--- src/verilog/lm80c_mem_pkg.sv ---
// LM80C memory front end definitions
package lm80c_mem_pkg;

	// ====================
	// Widths
	// ====================

	// Data bus width
	localparam int BYTE_W = 8;
	// CPU bus address width
	localparam int CPU_ADDR_W = 16;
	// Bank bit plus 16-bit offset
	localparam int PHYS_ADDR_W = CPU_ADDR_W + 1;
	// Host download index width
	localparam int DL_INDEX_W = 8;

	// ====================
	// Types
	// ====================

	// One data byte
	typedef logic [BYTE_W-1:0] byte_t;
	// Address as seen on the CPU bus
	typedef logic [CPU_ADDR_W-1:0] cpu_addr_t;
	// RAM address, bank bit on top
	typedef logic [PHYS_ADDR_W-1:0] phys_addr_t;
	// Index of a download stream
	typedef logic [DL_INDEX_W-1:0] dl_index_t;

	// ====================
	// Memory map
	// ====================

	// Download stream that carries the system ROM
	localparam dl_index_t ROM_INDEX = 8'd0;

	// First CPU address past the ROM window
	localparam cpu_addr_t ROM_LIMIT = 16'h8000;

	// Bank 0 holds the 32K ROM image
	localparam logic ROM_BANK = 1'b0;
	// Bank 1 holds the 64K work RAM
	localparam logic RAM_BANK = 1'b1;

	// Fill byte for the work RAM
	localparam byte_t ERASE_VALUE = 8'h00;

	// Depth covering both banks
	localparam int RAM_WORDS = 1 << PHYS_ADDR_W;

endpackage

--- src/verilog/rom_loader.sv ---
// ROM download loader
module rom_loader (
	input  logic                     clk_cpu,
	input  logic                     rst_n,
	// Host download stream
	input  logic                     dl_active,
	input  lm80c_mem_pkg::dl_index_t dl_index,
	input  logic                     dl_wr,
	input  lm80c_mem_pkg::cpu_addr_t dl_addr,
	input  lm80c_mem_pkg::byte_t     dl_data,
	// Write into bank 0
	output logic                     load_wr,
	output lm80c_mem_pkg::phys_addr_t load_addr,
	output lm80c_mem_pkg::byte_t     load_data,
	// Status
	output logic                     downloading,
	output logic                     rom_loaded
);

	// Stream activity one cycle back, for edge detection
	logic active_q;
	// Index captured when the stream opened
	lm80c_mem_pkg::dl_index_t stream_index;

	// ====================
	// Byte path
	// ====================

	// Only strobes of a ROM stream become RAM writes
	always_ff @(posedge clk_cpu) begin
		if (!rst_n) begin
			load_wr <= 1'b0;
		end else begin
			load_wr <= dl_wr && dl_active && (dl_index == lm80c_mem_pkg::ROM_INDEX);
		end
	end

	// Payload registers follow every strobe
	always_ff @(posedge clk_cpu) begin
		if (dl_wr) begin
			// ROM offset is the stream address
			load_addr <= {lm80c_mem_pkg::ROM_BANK, dl_addr};
			load_data <= dl_data;
		end
	end

	// ====================
	// Stream tracking
	// ====================

	always_ff @(posedge clk_cpu) begin
		if (!rst_n) begin
			active_q     <= 1'b0;
			stream_index <= '0;
			rom_loaded   <= 1'b0;
		end else begin
			active_q <= dl_active;
			// Stream opens
			if (dl_active && !active_q)
				stream_index <= dl_index;
			// Stream closes, flag sticks until reset
			if (!dl_active && active_q && (stream_index == lm80c_mem_pkg::ROM_INDEX))
				rom_loaded <= 1'b1;
		end
	end

	// Any stream counts, plus the trailing write still in flight
	assign downloading = dl_active || load_wr;

endmodule
--- config.mk ---
export PLATFORM = sky130hd
export DESIGN_NAME = rom_loader
export DESIGN_NICKNAME = d
export VERILOG_FILES = /design/src/verilog/lm80c_mem_pkg.sv /design/src/verilog/rom_loader.sv
export SDC_FILE = /design/constraint.sdc
export NUM_CORES = 1
export LEC_CHECK = 0
export ABC_AREA = 1
export BUFFER_PORTS_ARGS = -buffer_cell sky130_fd_sc_hd__buf_2
export CAP_MARGIN = 20
export CORE_MARGIN = 3
export CORE_UTILIZATION = 28
export DETAILED_ROUTE_END_ITERATION = 16
export PLACE_DENSITY = 0.6
export SLEW_MARGIN = 40
export SYNTH_ARGS = -nofsm -noshare
export SYNTH_HDL_FRONTEND = slang
export SYNTH_SLANG_ARGS = --single-unit
--- constraint.sdc ---
create_clock -name clk_cpu -period 1.21 [get_ports clk_cpu]
set_input_delay 0.242 -clock clk_cpu [delete_from_list [all_inputs] [get_ports clk_cpu]]
set_output_delay 0.242 -clock clk_cpu [all_outputs]
set_load 0.05 [all_outputs]
======== After elaboration in Yosys (flattened, before gate mapping) ========
Index checks and enable logic that the tools add are counted.
cells by class
  reductions and logical operators ........ 10
operators with widths
  operator           number
  zero test 8 bit    2
  logical AND 1 bit  5
  zero test 1 bit    2
  logical OR 1 bit   1
storage, ports and cells
  flip-flop bits (word level) ............. 35
  input bits .............................. 36

======== Depth between registers and ports, before layout ========
  word-level depth ........................ 3
  depth in mapped cells ................... 5
  mapped depth without buffers ............ 5

======== Worst setup path before layout ========
OpenSTA, ideal clock, no wires.
  path kind ............................... reg2out
  from .................................... reg load_wr
  to ...................................... out downloading
  arrival ................................. 0.961 ns
  slack ................................... 0.007 ns
  stages on the path, launching flop included .. 2
  path buffers ............................ 0
  path through ............................ dfxtp_1 > or2_2
on the way
  word-level cells in the longest chain between the ends .. 1
ends and longest elaborated chain
  what                      line              text
  start: declaration        rom_loader.sv:12  output logic load_wr,
  start signal: assignment  rom_loader.sv:34  load_wr <= dl_wr && dl_active && (dl_index == lm80c_mem_pkg::ROM_INDEX);
  logical OR 1 bit          rom_loader.sv:68  assign downloading = dl_active || load_wr;
  end: declaration          rom_loader.sv:16  output logic downloading,
Every way passes these cells.

======== Final worst setup path ========
Same ends and word-level chain as after synthesis.

==> results.py <==
metrics = {
    "clock_tree": {
        "cts-buffers-inserted": 5,
        "cts_buffer_depth": 2,
        "clock_latency_ps": 280,
        "cts-root-buf": "clkbuf_8",
        "cts_tree": "built",
        "cts_max_level": 2,
        "path_clk_slew_ps": 60,
        "clkSinkCount": 35,
        "cts_setup_buffers": 0,
    },
    "critical_path": {
        "cp_max_fo": 2,
        "end_kind": "output pin",
        "cp_data_required_time_ps": 970,
        "r2r-start": "active_q",
        "cp.arrival_ps": 970,
        "startpoint_type": "register",
        "startpoint": "load_wr",
        "path_class": "register to output pin",
    },
    "yosys": {
        "synth_cells": 83,
        "ys_ff_latch": 35,
        "netlist_area_um2": 1200,
        "yosysWarnings": 0,
        "ys_seq_area_share_pct": 78.3,
        "synth_top_family_by_area": "simple AND/OR/NAND/NOR gates",
        "synth-compound-area-share_pct": 7.08,
        "syn_nets": 119,
        "yosys.cell_types.count": 21,
        "synth.area.mux_share_pct": 0,
        "synthAdderAreaFrac_pct": 0,
        "netlist_top_cells_area": "edfxtp_1 60%, dfxtp_1 18%, nor2_1 3.1%",
        "synth.largest_area_cell": "edfxtp_1",
        "synth.top_cell.area_share_pct": 60.0,
        "avgSynthCellArea_um2": 14.5,
        "synth_xor_area_share_pct": 0,
        "synthSimpleGateAreaFrac_pct": 8.65,
    },
    "sta": {
        "setup_ws_ps": -0.490,
        "fin_skew_ps": 2.04,
        "finalCritPeriodShare_pct": 100,
        "min_period_ps": 1210,
        "fin_hold_ws_ps": 139,
        "rsz0062_at_grt": "yes",
        "finalSetupViolCount": 1,
        "max_freq_mhz": 826,
        "final_hold_viol_count": 0,
        "final_max_slew_viol_count": 0,
        "setup_tns_ps": -0.490,
    },
    "hold_path": {
        "hold_start": "dl_addr[2]",
        "hp-class": "primary input to register",
    },
    "floorplanning": {
        "rows": 23,
        "io_pins": 64,
        "dieArea_um2": 5110,
        "die_w_um": 71.5,
        "die_h_um": 71.5,
        "core_um2": 4060,
        "start_util_pct": 29.6,
    },
    "placement": {
        "dp_hpwl_um": 1910,
        "portBuffers": 62,
        "place_congestion": 0.801,
        "placed_cells": 193,
        "place_area_um2": 1560,
    },
    "layout": {
        "instances_no_fill": 200,
        "areaGrowthSynthToFinish_pct": 37.5,
        "num-fill-cells": 408,
        "final_common_cell": "buf_2",
        "postLayoutCellArea_um2": 1650,
        "final_nets": 186,
        "n_antenna_cell": 0,
        "layout_common_cells": "61 x buf_2, 24 x edfxtp_1, 10 x nor2_1, 10 x dfxtp_1, 8 x inv_1",
        "drive_above_1_share_pct": 52.0,
    },
    "route": {
        "vias_per_cell": 4.11,
        "wl_um": 2470,
        "wl_per_cell_um": 12.4,
        "drt_pass1_iterations": 4,
        "vias": 821,
        "antenna_left": 0,
        "drt_first_iter_violations": 56,
        "drc": 0,
    },
    "power_and_ir_drop": {
        "power.leakage_nw": 0.735,
        "ir_drop_uv": 560,
        "p_per_area_nw_per_um2": 1580,
    },
    "global_route": {
        "grt_usage_pct": 10.2,
        "grt_pass1_vias": 833,
        "grt_pass1_wl_um": 3840,
        "grt_max_degree": 26,
        "overflow": 0,
        "grt_antenna_before_repair": 0,
    },
    "job": {
        "drv_cap": 0,
    },
    "status": {
        "status": "finished with violations",
        "violations": "negative setup slack",
    },
}
-- final timing paths --
| check | cells after the start | slack, ps | end |
|---|---|---|---|
| setup / recovery | 2 | -0.5 | downloading |
| hold / removal | 1 | 140 | load_addr[2] |
| setup reg to reg | 3 | 190 | stream_index[6] |
| hold reg to reg | 2 | 490 | rom_loaded |
-- flip-flops by register name, summed over array words and instances (netlist names) --
| name | cells |
|---|---|
| load_addr | 16 |
| load_data | 8 |
| stream_index | 8 |
| active_q | 1 |
| load_wr | 1 |
| rom_loaded | 1 |
-- cell usage after synthesis (all sizes together) --
library cell  instances
nor3                  3
conb                  1
nor2                 11
a21oi                 6
dfxtp                11
nand2                 2
nand3                 3
edfxtp               24
o21ai                 8
nand4                 1
buf                   3
inv                   9
or2                   1
-- final cells by class --
cell class                      instances  area (um^2)  area share, %
Tap cell                               50         62.6           3.79
Clock buffer                            5         68.8           4.17
Inverter                                9         33.8           2.05
Timing Repair Buffer                   63          340           20.6
Clock inverter                          2         8.76          0.530
Sequential cell                        35          942           57.0
Multi-Input combinational cell         36          195           11.8
-- metrics by stage --
stage / utilization (%) / total power [mW] / setup WS, ps
after floorplan: - / 1.75 / 6.76
after global placement: 38.5 / 1.88 / 98.6
after detailed placement: 38.5 / 1.89 / 91.9
after CTS: 40.7 / 2.65 / -19.8
after global routing: 40.7 / 2.74 / -44.8
final: 40.7 / 2.61 / -0.490
-- where the power goes --
group	internal [mW]	leakage, nW	switching [mW]
Clock	0.382	0.0414	0.365
Combinational	0.120	0.368	0.345
Sequential	1.37	0.326	0.0290
Total	1.87	0.735	0.739
-- layer usage --
metal	GRT usage (%)	share of wire (%)
met4	6.26	1.0
met1	12.8	45
met3	4.21	14
met5	0	0
met2	14.5	40
-- critical path: stages (launching register included) --
cell and delay (ps):
dfxtp_2 320, or2_4 230, buf_8 150
-- repair_timing --
item / in CTS / in global routing
endpoints found under the setup margin: 1 / 1
hold buffers: 0 / 0
gates resized for setup: 4 / 1
-- cell families (layout without fill, tap and decap cells) --
kind of cell	after synthesis	count (layout)
flops	35	35
simple gates	21	21
compound gates	14	14
buf+inv	12	79
other cells	1	1
Power figures use the tool's default switching activity.
