===== src/verilog/lm80c_mem_pkg.sv =====
// LM80C memory front end definitions
package lm80c_mem_pkg;

	// ====================
	// Widths
	// ====================

	// Data bus width
	localparam int BYTE_W = 8;
	// CPU bus address width
	localparam int CPU_ADDR_W = 16;
	// Bank bit plus 16-bit offset
	localparam int PHYS_ADDR_W = CPU_ADDR_W + 1;
	// Host download index width
	localparam int DL_INDEX_W = 8;

	// ====================
	// Types
	// ====================

	// One data byte
	typedef logic [BYTE_W-1:0] byte_t;
	// Address as seen on the CPU bus
	typedef logic [CPU_ADDR_W-1:0] cpu_addr_t;
	// RAM address, bank bit on top
	typedef logic [PHYS_ADDR_W-1:0] phys_addr_t;
	// Index of a download stream
	typedef logic [DL_INDEX_W-1:0] dl_index_t;

	// ====================
	// Memory map
	// ====================

	// Download stream that carries the system ROM
	localparam dl_index_t ROM_INDEX = 8'd0;

	// First CPU address past the ROM window
	localparam cpu_addr_t ROM_LIMIT = 16'h8000;

	// Bank 0 holds the 32K ROM image
	localparam logic ROM_BANK = 1'b0;
	// Bank 1 holds the 64K work RAM
	localparam logic RAM_BANK = 1'b1;

	// Fill byte for the work RAM
	localparam byte_t ERASE_VALUE = 8'h00;

	// Depth covering both banks
	localparam int RAM_WORDS = 1 << PHYS_ADDR_W;

endpackage


===== src/verilog/ram_eraser.sv =====
// Work RAM eraser
module ram_eraser (
	input  logic                      clk_cpu,
	input  logic                      rst_n,
	// One-cycle start pulse
	input  logic                      erase_trigger,
	// Write taken by the arbiter
	input  logic                      erase_grant,
	output logic                      erasing,
	output logic                      erase_wr,
	output lm80c_mem_pkg::phys_addr_t erase_addr
);

	// Offset inside bank 1
	lm80c_mem_pkg::cpu_addr_t offset;

	// Last offset of the bank
	logic last_offset;

	assign last_offset = (offset == '1);

	// ====================
	// Sweep
	// ====================

	always_ff @(posedge clk_cpu) begin
		if (!rst_n) begin
			erasing <= 1'b0;
			offset  <= '0;
		end else if (!erasing) begin
			// Trigger while busy falls through here and is ignored
			if (erase_trigger) begin
				erasing <= 1'b1;
				offset  <= '0;
			end
		end else if (erase_grant) begin
			// Step only when the write went in
			if (last_offset)
				erasing <= 1'b0;
			else
				offset <= offset + 1'b1;
		end
	end

	// One write request per busy cycle
	assign erase_wr   = erasing;
	assign erase_addr = {lm80c_mem_pkg::RAM_BANK, offset};

endmodule


===== config.mk =====
export PLATFORM = sky130hd
export DESIGN_NAME = ram_eraser
export DESIGN_NICKNAME = d
export VERILOG_FILES = /design/src/verilog/lm80c_mem_pkg.sv /design/src/verilog/ram_eraser.sv
export SDC_FILE = /design/constraint.sdc
export NUM_CORES = 1
export LEC_CHECK = 0
export BUFFER_PORTS_ARGS = -buffer_cell sky130_fd_sc_hd__buf_2
export CORE_MARGIN = 2
export CORE_UTILIZATION = 40
export DETAILED_ROUTE_END_ITERATION = 8
export SYNTH_ARGS = -nofsm -noshare
export SYNTH_HDL_FRONTEND = slang
export SYNTH_SLANG_ARGS = --single-unit

===== constraint.sdc =====
create_clock -name clk_cpu -period 3.05 [get_ports clk_cpu]
set_input_delay 0.915 -clock clk_cpu [delete_from_list [all_inputs] [get_ports clk_cpu]]
set_output_delay 0.915 -clock clk_cpu [all_outputs]
set_load 0.1 [all_outputs]

# Word level (Yosys, flattened, before mapping)
# Index checks and enable logic that the tools add are counted.
# word_totals
regBits,17
in_bits,4
out_inout_bits,19
elab_cells,16
# classes
add_sub_neg,1
eq_ne,3
muxes,8
n_reduce_logical,2
# op_table
cell,count
$mux W16,4
$add A16 B1 Y16 const B,1
$eq A16 B16 Y1 const B,1
$mux W1,4
$ne A2 B2 Y1 const B,2
$reduce_and A3 Y1,1
$reduce_bool A2 Y1,1

# Longest topological paths before layout
# depth
ltp_word,4
ltp_mapped,7
ltp_nobuf,6

# Least setup slack after synthesis
# OpenSTA, ideal clock, no wires.
# synth_timing
path_type,register -> register
start,register offset[1]
end,register offset[9]
setup_ps,120
t_arrival_ps,2571
required_time_ps,2930
path_slack_ps,359
stages_incl_launch_ff,8
n_path_buf,1
synth_period_minus_slack_ps,2691
path_cell_list,dfxtp_1 -> ha_1 -> nand3_1 -> or4_4 -> buf_6 -> o211ai_4 -> nor4b_1 -> a211o_1
# synth_between
elab_chain_cells,4
elab_cells_between_ends,7
cone_classes,1 x add/sub; 2 x eq/ne; 3 x mux; 1 x reduce/logical
# synth_rtl
element,line_no,text
start: declaration,ram_eraser.sv:15,lm80c_mem_pkg::cpu_addr_t offset;
start signal: assignment,ram_eraser.sv:41,offset <= offset + 1'b1;
$add A16 B1 Y16,ram_eraser.sv:41,
$mux W16,ram_eraser.sv:38,if (last_offset)
$mux W16,ram_eraser.sv:36,end else if (erase_grant) begin
$mux W16,ram_eraser.sv:30,end else if (!erasing) begin
# Parallel ways exist; a longest one is shown, timed or not. The select of a mux whose other input is x is not followed.
# A chain may end at the register's enable or synchronous reset.

# Worst setup path in the final report
# layout_timing
start,register offset[7]
end,register offset[9]
# The elaborated chain is that of the path after synthesis.

==> results.sh <==
export IMPL_status="finished clean"
export IMPL_finalHoldViolations=0
export IMPL_vias=957
export IMPL_seq_area_um2=340
export IMPL_antenna_cells=0
export IMPL_first_iter_violations=28
export IMPL_rsz0062_at_grt="no"
export IMPL_stdcell_area_um2=1110
export IMPL_h_tree_depth=1
export IMPL_synth_area_leaders="dfxtp_1 (35%), nand2_1 (4.2%), nand3_1 (4.1%), a211o_1 (3.6%), a21oi_1 (3.1%)"
export IMPL_power_per_cell_area_nw_per_um2=360
export IMPL_synth_cell_type_count=40
export IMPL_cts_repair_resized=0
export IMPL_hp_class="reg -> reg"
export IMPL_tightest_slew_ns=0.559
export IMPL_yosysWarnings=0
export IMPL_drt_total_wl_mm=2.40
export IMPL_placementRows=17
export IMPL_post_cts_buffers=0
export IMPL_place_area_um2=1080
export IMPL_detail_route_antenna_nets=0
export IMPL_drive_above_1_share_pct=24.3
export IMPL_clock_skew_ns=0.0105
export IMPL_routedWlPerCell_um=14.6
export IMPL_rr_endpoint="offset[9]$_SDFFE_PN0P_"
export IMPL_coreArea_um2=2250
export IMPL_die_h_um=53.5
export IMPL_period_needed_ns=2.16
export IMPL_cp_slowest_stage_delay_ns=0.50
export IMPL_grt_pass1_vias=842
export IMPL_grt_overflow=0
export IMPL_drv_slew=0
export IMPL_gp_congestion=0.868
export IMPL_portBuffers=21
export IMPL_grt_max_degree=10
export IMPL_nets=142
export IMPL_nFillCells=251
export IMPL_ff2ff_path_depth=5
export IMPL_cap_violations=0
export IMPL_fmax_mhz=462
export IMPL_async_flop_share_pct=0
export IMPL_post_route_period_util_pct=70.9
export IMPL_setup_viol=0
export IMPL_fp_dieArea_um2=2860
export IMPL_cts_tree="built"
export IMPL_worst_ep_arrival_time_ns=2.40
export IMPL_groute_usage_overall_pct=18.7
export IMPL_yosys_area_top_type="dfxtp_1"
export IMPL_synth_seq_area_share_pct=34.8
export IMPL_cts_root_buf="clkbuf_4"
export IMPL_dpl_hpwl_mm=1.78
export IMPL_critPathRequiredTime_ns=3.29
export IMPL_hold_start="offset[1]$_SDFFE_PN0P_"
export IMPL_synth_area_um2=978
export IMPL_cts_clk_slew_worst_paths_ns=0.09
export IMPL_numCtsBuffers=3
export IMPL_grt_pass1_wl_mm=3.83
export IMPL_critical_path_class="reg -> reg"
export IMPL_holdWs_ns=0.529
export IMPL_insertion_delay_ns=0.29
export IMPL_cts_buffer_depth=2
export IMPL_reg2reg_from="offset[7]$_SDFFE_PN0P_"
export IMPL_synth_nets=121
export IMPL_die_w_um=53.5
export IMPL_antenna_found_initial=0
export IMPL_areaGrowthSynthToFinish_pct=13.6
export IMPL_min_path_cells=2
export IMPL_crit_path_start_kind="register"
export IMPL_crit_path_end_kind="register"
export IMPL_synth_main_ff_cell="dfxtp_1"
export IMPL_worst_path_max_fanout=7
export IMPL_multi_input_area_um2=589
export IMPL_postCtsHoldBufs=0
export IMPL_slowest_stage="nor4_1"
export IMPL_drt_first_pass_iters=4
export IMPL_synth_enable_flop_cells=0
export IMPL_path_cells="nand4_2 > nor4_1 > a21oi_1 > nor3_2 > a211o_1"
export IMPL_min_to="offset[1]$_SDFFE_PN0P_"
export IMPL_slew_headroom_pct=62.7
export IMPL_cts_sinks=17
export IMPL_netlist_instances=116
export IMPL_ys_ff_latch=17
export IMPL_drt_drc_violations_left=0
export IMPL_ioPinCount=23
export IMPL_finalSetupTns_ns=0
export IMPL_netlist_area_leader_share_pct=34.8
export IMPL_reg2reg_slack_ns=0.89
export IMPL_start_util_pct=43.4
export IMPL_irDropWorstVdd_uv=217
export IMPL_routed_via_density=5.84
export IMPL_finalPower_uw=400
export IMPL_cellLeakagePower_uw=0.000518
export IMPL_synth_avg_cell_area_um2=8.43
[how the worst max path moves through the flow]
| stage | startpoint | to | slack (ns) | depth (start not counted) |
|---|---|---|---|---|
| after floorplan | offset[1]$_SDFFE_PN0P_ | offset[9]$_SDFFE_PN0P_ | 0.36 | 7 |
| after global placement | erase_grant | offset[14]$_SDFFE_PN0P_ | 0.83 | 6 |
| after detailed placement | erase_grant | offset[14]$_SDFFE_PN0P_ | 0.76 | 6 |
| after CTS | offset[13]$_SDFFE_PN0P_ | erase_addr[13] | 0.90 | 1 |
| after global routing | offset[0]$_SDFFE_PN0P_ | offset[14]$_SDFFE_PN0P_ | 0.71 | 6 |
| final | offset[7]$_SDFFE_PN0P_ | offset[9]$_SDFFE_PN0P_ | 0.89 | 5 |
[through the flow]
| step | setup WS [ns] | utilization, % | cells |
|---|---|---|---|
| final | 0.887 | 49.3 | 164 |
| after global routing | 0.706 | 49.3 | 164 |
| after CTS | 0.899 | 49.3 | 164 |
| after detailed placement | 0.764 | 48.1 | 160 |
| after global placement | 0.831 | 48.1 | 160 |
| after floorplan | 0.359 | - | 116 |
[area by class of cell]
class	count	share of cell area, %
clock buffer	4	2.36
inverter	4	1.35
multi-input combinational	90	53.0
sequential	17	30.6
tap	28	3.15
timing repair buffer	21	9.46
[logic make-up (layout without fill, tap and decap cells)]
family / after synthesis / after routing / share of synthesized area, %
fa+ha+maj: 1 / 1 / 1.28
compound gates: 27 / 27 / 21.4
mux: 4 / 4 / 4.35
simple gates: 56 / 56 / 32.0
xor+xnor: 1 / 1 / 0.895
flops: 17 / 17 / 34.8
buf+inv: 9 / 29 / 4.99
other cells: 1 / 1 / 0.383
[Yosys cell counts, types with 3 or more instances]
cell type / count
dfxtp_1: 17
nor2_1: 7
nand4_1: 4
nor3_1: 6
inv_1: 3
a21oi_1: 6
and3_1: 3
a211o_1: 4
o21ai_0: 3
nand3_1: 8
o211ai_1: 3
nor4_1: 3
nand2_1: 11
nand2b_1: 4
[power breakdown]
| part | internal, uW | switching, uW |
|---|---|---|
| Clock | 50.8 | 71.2 |
| Combinational | 7.88 | 43.6 |
| Sequential | 224 | 2.54 |
[cells in the final DEF, fill, tap and decap left out, types with 2 or more instances in the layout]
master    synthesis  final
buf_2             0     21
clkbuf_4          0      3
mux2_2            2      2
o21ai_0           3      3
and3_1            3      3
mux2i_1           2      2
dfxtp_1          17     17
o211ai_1          3      3
inv_1             3      3
a21oi_1           6      6
o211a_1           2      2
nand4_1           4      4
a211o_1           4      4
a21o_1            2      2
nor2_1            7      7
nand3_1           8      8
nand2b_1          4      4
and4_1            2      2
nor3_1            6      6
and2_1            2      2
nor4_1            3      3
nand2_1          11     11
[routing by layer]
layer / track usage (%) / vias to the layer above / part of all wire [%]
met5: 0 / - / 0
met4: 8.55 / 0 / 0.58
met3: 2.82 / 2 / 4.2
met2: 31.3 / 22 / 48
met1: 23.2 / 456 / 47
li1: - / 477 / -
[registers in the layout, summed over array words and instances (netlist names)]
| register | count |
|---|---|
| offset | 16 |
| erase_wr | 1 |
[critical path: cells and delay by family, from the launching register on]
family | cells | cell delay, ns
flip-flops | 1 | 0.46
AND/OR/NAND/NOR | 3 | 1.17
AO/OA/AOI/OAI | 2 | 0.48
Note: power is estimated with default switching activity, not from simulation.
