<file path="config.mk">
export PLATFORM = sky130hd
export DESIGN_NAME = mem_arbiter
export DESIGN_NICKNAME = d
export VERILOG_FILES = /design/src/verilog/lm80c_mem_pkg.sv /design/src/verilog/mem_arbiter.sv
export SDC_FILE = /design/constraint.sdc
export NUM_CORES = 1
export LEC_CHECK = 0
export BUFFER_PORTS_ARGS = -buffer_cell sky130_fd_sc_hd__clkbuf_2
export CAP_MARGIN = 20
export CELL_PAD_IN_SITES_DETAIL_PLACEMENT = 0
export CELL_PAD_IN_SITES_GLOBAL_PLACEMENT = 1
export CORE_UTILIZATION = 12
export CTS_BUF_LIST = sky130_fd_sc_hd__clkbuf_8
export DETAILED_ROUTE_END_ITERATION = 7
export HOLD_SLACK_MARGIN = 0.12
export PLACE_DENSITY = 0.88
export SYNTH_ARGS = -nofsm -noshare
export SYNTH_HDL_FRONTEND = slang
export SYNTH_SLANG_ARGS = --single-unit
</file>
<file path="constraint.sdc">
create_clock -name clk_cpu -period 0.8 [get_ports clk_cpu]
set_input_delay 0.08 -clock clk_cpu [delete_from_list [all_inputs] [get_ports clk_cpu]]
set_output_delay 0.08 -clock clk_cpu [all_outputs]
set_load 0.01 [all_outputs]
</file>
<file path="src/verilog/lm80c_mem_pkg.sv">
// LM80C memory front end definitions
package lm80c_mem_pkg;

	// ====================
	// Widths
	// ====================

	// Data bus width
	localparam int BYTE_W = 8;
	// CPU bus address width
	localparam int CPU_ADDR_W = 16;
	// Bank bit plus 16-bit offset
	localparam int PHYS_ADDR_W = CPU_ADDR_W + 1;
	// Host download index width
	localparam int DL_INDEX_W = 8;

	// ====================
	// Types
	// ====================

	// One data byte
	typedef logic [BYTE_W-1:0] byte_t;
	// Address as seen on the CPU bus
	typedef logic [CPU_ADDR_W-1:0] cpu_addr_t;
	// RAM address, bank bit on top
	typedef logic [PHYS_ADDR_W-1:0] phys_addr_t;
	// Index of a download stream
	typedef logic [DL_INDEX_W-1:0] dl_index_t;

	// ====================
	// Memory map
	// ====================

	// Download stream that carries the system ROM
	localparam dl_index_t ROM_INDEX = 8'd0;

	// First CPU address past the ROM window
	localparam cpu_addr_t ROM_LIMIT = 16'h8000;

	// Bank 0 holds the 32K ROM image
	localparam logic ROM_BANK = 1'b0;
	// Bank 1 holds the 64K work RAM
	localparam logic RAM_BANK = 1'b1;

	// Fill byte for the work RAM
	localparam byte_t ERASE_VALUE = 8'h00;

	// Depth covering both banks
	localparam int RAM_WORDS = 1 << PHYS_ADDR_W;

endpackage

</file>
<file path="src/verilog/mem_arbiter.sv">
// RAM access arbiter
module mem_arbiter (
	input  logic                      clk_cpu,
	input  logic                      rst_n,
	// ROM loader
	input  logic                      load_wr,
	input  lm80c_mem_pkg::phys_addr_t load_addr,
	input  lm80c_mem_pkg::byte_t      load_data,
	input  logic                      downloading,
	input  logic                      rom_loaded,
	// Eraser
	input  logic                      erasing,
	input  logic                      erase_wr,
	input  lm80c_mem_pkg::phys_addr_t erase_addr,
	// CPU port
	input  logic                      cpu_acc_req,
	input  logic                      cpu_acc_we,
	input  lm80c_mem_pkg::phys_addr_t cpu_acc_addr,
	input  lm80c_mem_pkg::byte_t      cpu_acc_wdata,
	// Grants
	output logic                      erase_grant,
	output logic                      cpu_grant,
	// RAM command
	output logic                      ram_we,
	output lm80c_mem_pkg::phys_addr_t ram_addr,
	output lm80c_mem_pkg::byte_t      ram_wdata,
	// CPU hold
	output logic                      cpu_reset
);

	// CPU may run this cycle
	logic cpu_allowed;

	// ====================
	// CPU reset
	// ====================

	// Held while the ROM is missing or the RAM is being wiped
	always_ff @(posedge clk_cpu) begin
		if (!rst_n)
			cpu_reset <= 1'b1;
		else
			cpu_reset <= !rom_loaded || erasing;
	end

	// Downloads freeze the CPU even when it is out of reset
	assign cpu_allowed = !cpu_reset && !downloading;

	// ====================
	// Selection
	// ====================

	always_comb begin
		// Idle command points at the CPU address
		erase_grant = 1'b0;
		cpu_grant   = 1'b0;
		ram_we      = 1'b0;
		ram_addr    = cpu_acc_addr;
		ram_wdata   = cpu_acc_wdata;
		if (load_wr) begin
			// Download bytes always win
			ram_we    = 1'b1;
			ram_addr  = load_addr;
			ram_wdata = load_data;
		end else if (erase_wr) begin
			ram_we      = 1'b1;
			ram_addr    = erase_addr;
			ram_wdata   = lm80c_mem_pkg::ERASE_VALUE;
			erase_grant = 1'b1;
		end else if (cpu_acc_req && cpu_allowed) begin
			// Reads use the same slot, data returns next cycle
			ram_we    = cpu_acc_we;
			cpu_grant = 1'b1;
		end
	end

endmodule

</file>
== Word level (Yosys, flattened, before mapping) ==
Cells that the tools add are included.

* Register bits: 1
* Output and inout port bits: 29
* Word-level logic and storage cells: 19

* Mux-type cells: 12
* Reduce and logical (&&, ||, !) cells: 6

{| class="wikitable"
|+ Operator list
! kind !! count
|-
| 17-bit 2-to-1 mux || 2
|-
| 8-bit 2-to-1 mux || 2
|-
| 1-bit 2-to-1 mux || 8
|-
| 1-bit zero test || 3
|-
| 1-bit logical AND || 2
|-
| 1-bit logical OR || 1
|}

== Longest topological paths before layout ==
* Depth after elaboration: 6
* Gate-level depth with buffers: 4
* Depth with buffers taken out: 2

== Least setup slack after synthesis ==
OpenSTA, ideal clock, no wires.

* Path type: register to output
* Start point: reg cpu_reset
* End point: out ram_we
* Data arrival time: 0.792 ns
* Data required time: 0.720 ns
* Buffers on the path: 0
* Path slack: -0.072 ns
* Cell stages (with the launch flop): 3
* Cell sequence: dfxtp_1 nor2_1 a311o_1

* Word-level cells in the longest chain between the ends: 6

{| class="wikitable"
|+ Ends and longest elaborated chain
! item !! RTL line !! source
|-
| from (decl) || mem_arbiter.sv:28 || <nowiki>output logic cpu_reset</nowiki>
|-
| from (signal assigned) || mem_arbiter.sv:43 || <nowiki>cpu_reset <= !rom_loaded || erasing;</nowiki>
|-
| 1-bit zero test || mem_arbiter.sv:47 || <nowiki>assign cpu_allowed = !cpu_reset && !downloading;</nowiki>
|-
| 1-bit logical AND || mem_arbiter.sv:47 ||
|-
| 1-bit logical AND || mem_arbiter.sv:70 || <nowiki>end else if (cpu_acc_req && cpu_allowed) begin</nowiki>
|-
| 1-bit 2-to-1 mux || mem_arbiter.sv:70 ||
|-
| 1-bit 2-to-1 mux || mem_arbiter.sv:65 || <nowiki>end else if (erase_wr) begin</nowiki>
|-
| 1-bit 2-to-1 mux || mem_arbiter.sv:60 || <nowiki>if (load_wr) begin</nowiki>
|-
| to (decl) || mem_arbiter.sv:24 || <nowiki>output logic ram_we,</nowiki>
|}

No other way between the ends.

== Worst setup path in the final report ==
* Start point: in erase_wr
* End point: out ram_we

* Word-level cells in the longest chain between the ends: 2

{| class="wikitable"
|+ Ends and longest elaborated chain
! item !! RTL line !! source
|-
| from (decl) || mem_arbiter.sv:13 || <nowiki>input logic erase_wr,</nowiki>
|-
| 1-bit 2-to-1 mux || mem_arbiter.sv:65 ||
|-
| 1-bit 2-to-1 mux || mem_arbiter.sv:60 ||
|}

No other way between the ends.

==> flow_summary_export.csv <==
group,metric,value,unit
run_status,status,"complete, but fails checks",
run_status,violations,"setup timing",
power,power.leakage,0.7296,nW
final_layout,final_util,30.43,%
setup_path,max_stage_delay,0.26,ns
logic_synthesis,synth_cell_type_count,13,
setup_path,startpoint,"erase_wr",
timing,slew_viol_final,0,
routing,vias,921,
power,total_power,0.7206,mW
timing,tns,-0.3218,ns
final_layout,drive_gt1_share,65.54,%
grt,grt_pass1_vias,708,
routing,vias_per_cell,4.057,
logic_synthesis,yosys_register_bits,1,
grt,grt_pass1_wl,3.084,mm
timing,rsz0062_at_grt,"yes",
setup_path,slowest_stage,"a311o_1",
setup_path,cp-start-kind,"primary input",
final_layout,nets,255,
setup_path,endpoint,"ram_we",
die,dieArea,4572,µm²
placement,place_worst_setup_slack,-0.1176,ns
die,fp.dieH,67.62,µm
grt,antenna_found_initial,0,
die,initial_core_util,12.74,%
routing,wire_per_inst,9.885,µm
placement,io_buffers,104,
final_layout,layout_commonest_cell,"clkbuf_2",
routing,wirelength,2.244,mm
setup_path,cp_max_fo,4,
power,pwr-share-comb,92.4,%
die,die_x,67.62,µm
cts,hold_buffers,0,
die,ioPinCount,105,
power,power.density,583.5,nW/µm²
setup_path,path_class,"primary input to output pin",
setup_path,critPathArrivalTime,0.77,ns
grt,grt_start_max_net_pins,31,
timing,slew_headroom,89.97,%
routing,drc,0,
timing,hold_violations,0,
final_layout,stdcell_count,227,
final_layout,largest_register_ffs,1,
power,power_frac_seq,7.6,%
logic_synthesis,syn-cell-area,516.7,µm²
routing,first_pass_iters,3,
logic_synthesis,syn_area_per_cell,7.079,µm²
timing,tightestPinTransition,0.1476,ns
final_layout,reg.largest.list,"cpu_reset x1",
final_layout,top_register,"cpu_reset",
timing,final-setup-viol-count,23,
die,core.rowCount,23,
logic_synthesis,synth_cells,73,
final_layout,postLayoutCellArea,1235,µm²
cts,cts.clk_slew.worst_paths,0,ns
placement,hpwlAfterDp,1.883,mm
grt,track_usage,8.432,%
logic_synthesis,yosysWarnings,0,
job,drv_cap,0,
final_layout,area_growth,139.0,%
timing,fin_ws,-0.04962,ns
setup_path,end_kind,"output pin",
grt,overflow,0,
placement,dp.cells,224,
power,p_sw_share,39.50,%
routing,drt-initial-drc-count,11,
power,power.net_switching,0.2847,mW
die,core_area,4058,µm²
routing,drtAntennaViolNets,0,
power,peakVddDrop,0.2421,mV
placement,placed_cell_area,1114,µm²
hold_path,min_path_type,"primary input to register",
power,power_frac_clock,0,%
setup_path,required,0.72,ns
timing,max_freq,1177,MHz
setup_path,path_cells,"clkbuf_16 -> buf_16 -> a311o_1 -> buf_2",
logic_synthesis,syn_nets,149,
placement,gp_congestion,0.6599,
timing,whs,0.2543,ns
logic_synthesis,ys_seq_area_share,3.874,%
timing,min_period,0.8496,ns
timing,min_period_over_period,106.2,%
final_layout,n_antenna_cell,0,
final_layout,mostFrequentLayoutCells,"clkbuf_2 (80), buf_2 (21), nand2_1 (17), o21ai_1 (17), mux2i_1 (16)",
power,internal_power,0.4359,mW
## layout make-up
| type | instances | area, µm² |
|---|---|---|
| fillers | 445 | 2823 |
| well taps | 50 | 62.56 |
| flip-flops and latches | 1 | 21.27 |
| multi-input cells | 66 | 465.4 |
| repair buffers | 110 | 685.7 |
## cell usage after synthesis (all sizes together)
master  number  area (µm²)
dfxtp        1       20.02
o21ai       17       85.08
nor2         2       23.77
nor2b        1       6.260
nand3b       1       7.510
nand2       17       63.81
mux2i       17       170.2
a311o        1       10.01
a22o         8       70.07
buf          7       53.80
and3         1       6.260
## routing by layer
layer | wire length, µm | GRT usage, %
met5 | 0 | 0
met1 | 808 | 10.06
met3 | 178 | 0.6757
met2 | 1257 | 16.46
met4 | 0 | 0.7979
## power by group through the flow
stage               clock network [mW]  registers, mW  logic (mW)
finish                               0         0.0547       0.666
CTS                                  0         0.0541       0.676
global route                         0         0.0550       0.737
global placement                     0         0.0538       0.604
detailed placement                   0         0.0540       0.610
floorplan                            0         0.0549       0.284
## worst min-delay path by stage
| stage | start | to | depth (start not counted) | slack, ns |
|---|---|---|---|---|
| global route | rst_n | cpu_reset$_SDFF_PN1_ | 2 | 0.26 |
| finish | rom_loaded | cpu_reset$_SDFF_PN1_ | 2 | 0.25 |
| CTS | rst_n | cpu_reset$_SDFF_PN1_ | 2 | 0.26 |
| detailed placement | rst_n | cpu_reset$_SDFF_PN1_ | 2 | 0.26 |
| floorplan | rom_loaded | cpu_reset$_SDFF_PN1_ | 1 | 0.16 |
| global placement | rom_loaded | cpu_reset$_SDFF_PN1_ | 2 | 0.25 |
## timing repair
action | 4_1_cts | 5_1_grt
resized for setup | 10 | 26
pin swaps | 5 | 5
setup buffers | 0 | 0
gates cloned | 3 | 0
setup endpoints to repair | 27 | 27
## cell families after synthesis
logic type | Yosys count | synth area share (%)
flops | 1 | 3.874
mux | 17 | 32.93
buf+inv | 7 | 10.41
simple gates | 22 | 20.82
compound gates | 26 | 31.96
## worst max-delay path, delay by kind of cell
kind	cells	cell delay, ns
AOI/OAI and AO/OA	1	0.26
buffers and inverters	3	0.43
(Power assumes the default switching activity.)
