<file path="config.mk">
export PLATFORM = sky130hd
export DESIGN_NAME = cpu_bus_port
export DESIGN_NICKNAME = d
export VERILOG_FILES = /design/src/verilog/lm80c_mem_pkg.sv /design/src/verilog/cpu_bus_port.sv
export SDC_FILE = /design/constraint.sdc
export NUM_CORES = 1
export LEC_CHECK = 0
export BUFFER_PORTS_ARGS = -buffer_cell sky130_fd_sc_hd__buf_2
export CORE_MARGIN = 4
export CORE_UTILIZATION = 35
export CTS_CLUSTER_DIAMETER = 50
export DETAILED_ROUTE_END_ITERATION = 6
export PLACE_DENSITY_LB_ADDON = 0.3
export SKIP_LAST_GASP = 1
export SLEW_MARGIN = 10
export SYNTH_ARGS = -nofsm -noshare
export SYNTH_HDL_FRONTEND = slang
export SYNTH_SLANG_ARGS = --single-unit
</file>
<file path="constraint.sdc">
create_clock -name clk_cpu -period 2.34 [get_ports clk_cpu]
set_clock_uncertainty 0.15 [all_clocks]
set_input_delay 0 -clock clk_cpu [delete_from_list [all_inputs] [get_ports clk_cpu]]
set_output_delay 0 -clock clk_cpu [all_outputs]
set_load 0.02 [all_outputs]
</file>
<file path="src/verilog/lm80c_mem_pkg.sv">
// LM80C memory front end definitions
package lm80c_mem_pkg;

	// ====================
	// Widths
	// ====================

	// Data bus width
	localparam int BYTE_W = 8;
	// CPU bus address width
	localparam int CPU_ADDR_W = 16;
	// Bank bit plus 16-bit offset
	localparam int PHYS_ADDR_W = CPU_ADDR_W + 1;
	// Host download index width
	localparam int DL_INDEX_W = 8;

	// ====================
	// Types
	// ====================

	// One data byte
	typedef logic [BYTE_W-1:0] byte_t;
	// Address as seen on the CPU bus
	typedef logic [CPU_ADDR_W-1:0] cpu_addr_t;
	// RAM address, bank bit on top
	typedef logic [PHYS_ADDR_W-1:0] phys_addr_t;
	// Index of a download stream
	typedef logic [DL_INDEX_W-1:0] dl_index_t;

	// ====================
	// Memory map
	// ====================

	// Download stream that carries the system ROM
	localparam dl_index_t ROM_INDEX = 8'd0;

	// First CPU address past the ROM window
	localparam cpu_addr_t ROM_LIMIT = 16'h8000;

	// Bank 0 holds the 32K ROM image
	localparam logic ROM_BANK = 1'b0;
	// Bank 1 holds the 64K work RAM
	localparam logic RAM_BANK = 1'b1;

	// Fill byte for the work RAM
	localparam byte_t ERASE_VALUE = 8'h00;

	// Depth covering both banks
	localparam int RAM_WORDS = 1 << PHYS_ADDR_W;

endpackage

</file>
<file path="src/verilog/cpu_bus_port.sv">
// CPU bus handshake port
module cpu_bus_port (
	input  logic                      clk_cpu,
	input  logic                      rst_n,
	// CPU side, four-phase req/ack
	input  logic                      cpu_req,
	input  logic                      cpu_we,
	input  lm80c_mem_pkg::cpu_addr_t  cpu_addr,
	input  lm80c_mem_pkg::byte_t      cpu_wdata,
	input  logic                      rom_enable,
	output logic                      cpu_ack,
	output lm80c_mem_pkg::byte_t      cpu_rdata,
	// Arbiter side
	output logic                      cpu_acc_req,
	output logic                      cpu_acc_we,
	output lm80c_mem_pkg::phys_addr_t cpu_acc_addr,
	output lm80c_mem_pkg::byte_t      cpu_acc_wdata,
	input  logic                      cpu_grant,
	input  lm80c_mem_pkg::byte_t      ram_rdata
);

	// Handshake phases
	typedef enum logic [1:0] {
		st_idle,
		st_req,
		st_data,
		st_ack
	} port_state_t;

	port_state_t state;

	// Registered request
	logic                     we_q;
	logic                     bank_q;
	lm80c_mem_pkg::cpu_addr_t addr_q;
	lm80c_mem_pkg::byte_t     wdata_q;
	// Latched read data
	lm80c_mem_pkg::byte_t     rdata_q;

	// ====================
	// Phase FSM
	// ====================

	always_ff @(posedge clk_cpu) begin
		if (!rst_n) begin
			state <= st_idle;
		end else begin
			case (state)
				// Wait for the CPU to ask
				st_idle: if (cpu_req) state <= st_req;
				// Hold the access until the arbiter takes it
				st_req:  if (cpu_grant) state <= st_data;
				// RAM answers one cycle after grant
				st_data: state <= st_ack;
				// Release once the CPU drops its request
				st_ack:  if (!cpu_req) state <= st_idle;
				default: state <= st_idle;
			endcase
		end
	end

	// Request capture, bank picked at this point
	always_ff @(posedge clk_cpu) begin
		if (state == st_idle && cpu_req) begin
			we_q    <= cpu_we;
			addr_q  <= cpu_addr;
			wdata_q <= cpu_wdata;
			// Low 32K shows the ROM while it is switched in
			if (rom_enable && (cpu_addr < lm80c_mem_pkg::ROM_LIMIT))
				bank_q <= lm80c_mem_pkg::ROM_BANK;
			else
				bank_q <= lm80c_mem_pkg::RAM_BANK;
		end
	end

	// Read data latch
	always_ff @(posedge clk_cpu) begin
		if (state == st_data && !we_q)
			rdata_q <= ram_rdata;
	end

	// ====================
	// Outputs
	// ====================

	assign cpu_ack   = (state == st_ack);
	assign cpu_rdata = rdata_q;

	// Access presented to the arbiter
	assign cpu_acc_req   = (state == st_req);
	assign cpu_acc_we    = we_q;
	assign cpu_acc_addr  = {bank_q, addr_q};
	assign cpu_acc_wdata = wdata_q;

endmodule

</file>
# Yosys cells after proc, flatten, opt, wreduce, memory -nomap -nowiden
# Cells that the tools add are included.
[word_totals]
regBits = 36
latchBits = 0
ramBits = 0
rom_bits = 0
inputBits = 38
output_inout_bits = 36
wordCells = 24
mem_count = 0
[op_classes]
add_sub_neg = 0
multipliers = 0
div = 0
order_cmp = 1
n_eq_ne = 6
shift = 0
muxes = 5
bitwise = 0
n_reduce_logical = 6
[op_table]
columns = ["op", "count"]
rows = [
  ["16-bit less-than comparator, second input constant", 1],
  ["2-bit case mux with 4 select lines", 1],
  ["2-bit two-way mux", 3],
  ["2-bit equality test, second input constant", 2],
  ["2-bit inequality test, second input constant", 2],
  ["1-bit logical AND", 3],
  ["3-bit AND reduction", 1],
  ["2-bit by 1-bit equality test with 1-bit output, second input constant", 1],
  ["2-bit zero test", 1],
  ["2-bit by 1-bit inequality test with 1-bit output, second input constant", 1],
  ["1-bit zero test", 1],
  ["1-bit two-way mux", 1],
]

# Logic depth before layout (Yosys ltp)
[logic_depth]
word_depth = 3
mapped_depth = 5
depth_no_buf = 5

# Least setup slack after synthesis
# OpenSTA, ideal clock, no wires.
[synth_path]
path_type = "reg2reg"
start = "reg state[0]"
end = "reg addr_q[0], enable pin"
setup_time_ps = 385
t_arrival_ps = 1215
required_time_ps = 1805
setup_slack_ps = 590
stages_incl_launch_ff = 4
path_buffers = 0
period_less_slack_ps = 1750
path_cell_list = "dfxtp_1 > inv_1 > ha_1 > and2_1"
[synth_via]
elab_chain_len = 2
[synth_rtl]
columns = ["item", "line", "rtl"]
rows = [
  ["from (decl)", "cpu_bus_port.sv:30", "port_state_t state;"],
  ["from (signal assigned)", "cpu_bus_port.sv:46", "state <= st_idle;"],
  ["from (signal assigned)", "cpu_bus_port.sv:50", "st_idle: if (cpu_req) state <= st_req;"],
  ["from (signal assigned)", "cpu_bus_port.sv:52", "st_req: if (cpu_grant) state <= st_data;"],
  ["2-bit zero test", "cpu_bus_port.sv:64", "if (state == st_idle && cpu_req) begin"],
  ["1-bit logical AND", "cpu_bus_port.sv:64", ""],
  ["to (signal assigned)", "cpu_bus_port.sv:66", "addr_q <= cpu_addr;"],
  ["to (decl)", "cpu_bus_port.sv:35", "lm80c_mem_pkg::cpu_addr_t addr_q;"],
]
# No other way between the ends.
# A chain may end at the register's enable or synchronous reset.

# Worst setup path in the final report
[layout_path]
start = "reg state[0]"
end = "reg state[0]"
[layout_via]
elab_chain_len = 3
elab_cells_between_ends = 9
classes_between = "eq/ne: 6; mux: 1; reduce/logical: 2"
[layout_rtl]
columns = ["item", "line", "rtl"]
rows = [
  ["2-bit by 1-bit equality test with 1-bit output (tied with other cells)", "cpu_bus_port.sv:48", "case (state)"],
  ["2-bit by 1-bit inequality test with 1-bit output (no line) / 2-bit inequality test (equally long branches)", "--", ""],
  ["3-bit AND reduction (no line)", "--", ""],
]
# Several ways; a longest one is shown, not always the timed one.

==> metrics.yaml <==
async_flop_share: 0
cts_made_buffers: 5
syn_area_sq_mm: 0.00121
drv_slew: 0
worst_slew_pin_slew_ns: 0.618
globalRouteOverflowTotal: 0
vdd_ir_drop_max_mv: 0.584
synth_area_leaders: "edfxtp_1, ha_1, dfxtp_1"
antenna_found_initial: 0
swShare: 0.329
avgViaCountPerCell: 4.20
antennaDiodeCount: 0
setup_tns_ns: 0
clk_latency_ns: 0.33
synth_top_area_frac: 0.841
avgSynthCellArea_sq_um: 22.1
synth_most_common_cell: "edfxtp_1"
ys_types: 14
cts_sinks: 36
p_clk_frac: 0.171
grt_pass1_vias: 1004
hold_class: "input port to flop"
arrival_ns: 2.16
start_util: 0.364
cp-start-kind: "flop"
wl_um: 2880
cts_buffer_depth: 2
wire_per_inst_um: 13.1
crit_type: "flop to flop"
fp-row-count: 21
initialDrtViolationCount: 37
grt_pass1_wl_um: 4470
clk_root_buffer_cell: "clkbuf_4"
die_x_um: 66.9
grtUsageTotal: 0.142
min_period_ns: 2.08
synthTopCellsByCount: "edfxtp_1, ha_1, inv_1"
dp_hpwl_um: 1810
seq_power_share: 0.504
cp_max_fo: 4
route.detailed.drc: 0
hold_viol: 0
routabilityCongestion: 0.643
maxSlewHeadroom: 0.587
htree_levels: 2
fp.dieH_um: 66.9
syn_nets: 97
critPathCaptureType: "flop"
maxCapViolations: 0
path_clk_slew_ns: 0.11
p_sw_w: 0.000609
syn_inst: 55
fin_nets: 215
drive_gt1_frac: 0.477
rsz0062_at_grt: "false"
outcome: "finished clean"
port_buffers: 73
vias: 923
synth-seq-area-share: 0.874
fmaxAchievable_ghz: 0.480
hold_slack_ns: 0.217
grt_max_degree: 27
p_comb_frac: 0.326
ys.flop_type: "edfxtp_1"
tritoncts: "yes"
p_per_area_mw_per_mm2: 894
worst_ep_required_time_ns: 2.42
synth-edff-count: 34
area_growth_pct: 70.8
synth_seq_cells: 36
nFillCells: 275
yosys.area.top_type: "edfxtp_1"
period_share: 0.890
io_pins: 74
timing.final.setup_violations: 0
yosysWarnings: 0
cellLeakagePower_nw: 0.903
internal-power_w: 0.00124
dr.pass1.iters: 4
core_sq_mm: 0.00334
die_area_sq_mm: 0.00447
drtAntennaViolNets: 0
==> critical path: stages, from the launching register on <==
cell and delay (ns):
dfxtp_1 0.39, inv_1 0.08, ha_1 0.20, or2_0 0.21, a221o_1 0.28, o211a_1 0.13
dlygate4sd3_1 0.54
==> registers in the layout (all words and copies together) (netlist names) <==
name / flops
bank_q: 1
addr_q: 16
cpu_acc_we: 1
cpu_rdata: 8
cpu_acc_wdata: 8
state: 2
==> logic make-up after synthesis <==
logic type	share of synthesized area
AO/OA/AOI/OAI	0.0289
adder cells (fa/ha/maj)	0.0412
buffers and inverters	0.0155
flip-flops	0.874
multiplexers	0.00825
AND/OR/NAND/NOR	0.0320
==> routing by layer <==
layer	track usage	up-vias	part of all wire
li1	-	444	-
met1	0.140	432	0.33
met2	0.267	43	0.58
met3	0.0506	4	0.076
met4	0.0532	0	0.018
met5	0	-	0
==> layout by cell type (no fill, tap or decap), types with 2 or more instances in the layout <==
cell,n
nand2_1,2
dfxtp_1,2
nor2b_1,2
clkinv_2,2
ha_1,4
clkbuf_4,5
inv_1,3
buf_2,73
dlygate4sd3_1,38
edfxtp_1,34
==> repair_timing <==
| action | 4_1_cts | 5_1_grt |
|---|---|---|
| buffers inserted | 0 | 0 |
| hold buffers | 38 | 0 |
| hold endpoints to repair | 36 | 0 |
| resized for setup | 0 | 0 |
| endpoints found under the setup margin | 0 | 0 |
==> final cells by class <==
cell class / instances / area (sq um) / area share
Clock buffer: 5 / 37.5 / 0.0181
Inverter: 3 / 11.3 / 0.00543
Timing Repair Buffer: 112 / 753 / 0.363
Tap cell: 46 / 57.6 / 0.0278
Clock inverter: 3 / 18.8 / 0.00905
Sequential cell: 36 / 1060 / 0.512
Multi-Input combinational cell: 15 / 134 / 0.0646
==> worst paths after layout <==
check / end / from / slack [ns] / cells after the start
worst max-delay path: state[0]$_SDFFE_PN0P_ / state[0]$_SDFFE_PN0P_ / 0.26 / 6
worst min-delay path: cpu_acc_wdata[5]$_DFFE_PP_ / cpu_wdata[5] / 0.22 / 2
worst max register to register: state[0]$_SDFFE_PN0P_ / state[0]$_SDFFE_PN0P_ / 0.26 / 6
worst min register to register: state[1]$_SDFFE_PN0P_ / state[1]$_SDFFE_PN0P_ / 0.36 / 2
==> stage by stage <==
stage / setup slack, ns / std cells / total power (W) / util / cell area, sq um
after detailed placement: 0.715 / 174 / 0.00148 / 0.490 / 1640
after global routing: 0.133 / 220 / 0.00198 / 0.621 / 2070
after floorplan: 0.590 / 55 / 0.00129 / - / 1210
final: 0.257 / 220 / 0.00185 / 0.621 / 2070
after global placement: 0.769 / 174 / 0.00147 / 0.490 / 1640
after CTS: 0.279 / 220 / 0.00187 / 0.621 / 2070
==> power groups by stage <==
stage / clock network [W] / registers [W] / logic (W)
2_1_floorplan: 0 / 0.00110 / 0.000186
3_3_place_gp: 0 / 0.000941 / 0.000526
3_5_place_dp: 0 / 0.000947 / 0.000535
4_1_cts: 0.000334 / 0.000933 / 0.000607
5_1_grt: 0.000366 / 0.000947 / 0.000663
6_report: 0.000316 / 0.000933 / 0.000603
Note: power is estimated with default switching activity, not from simulation.
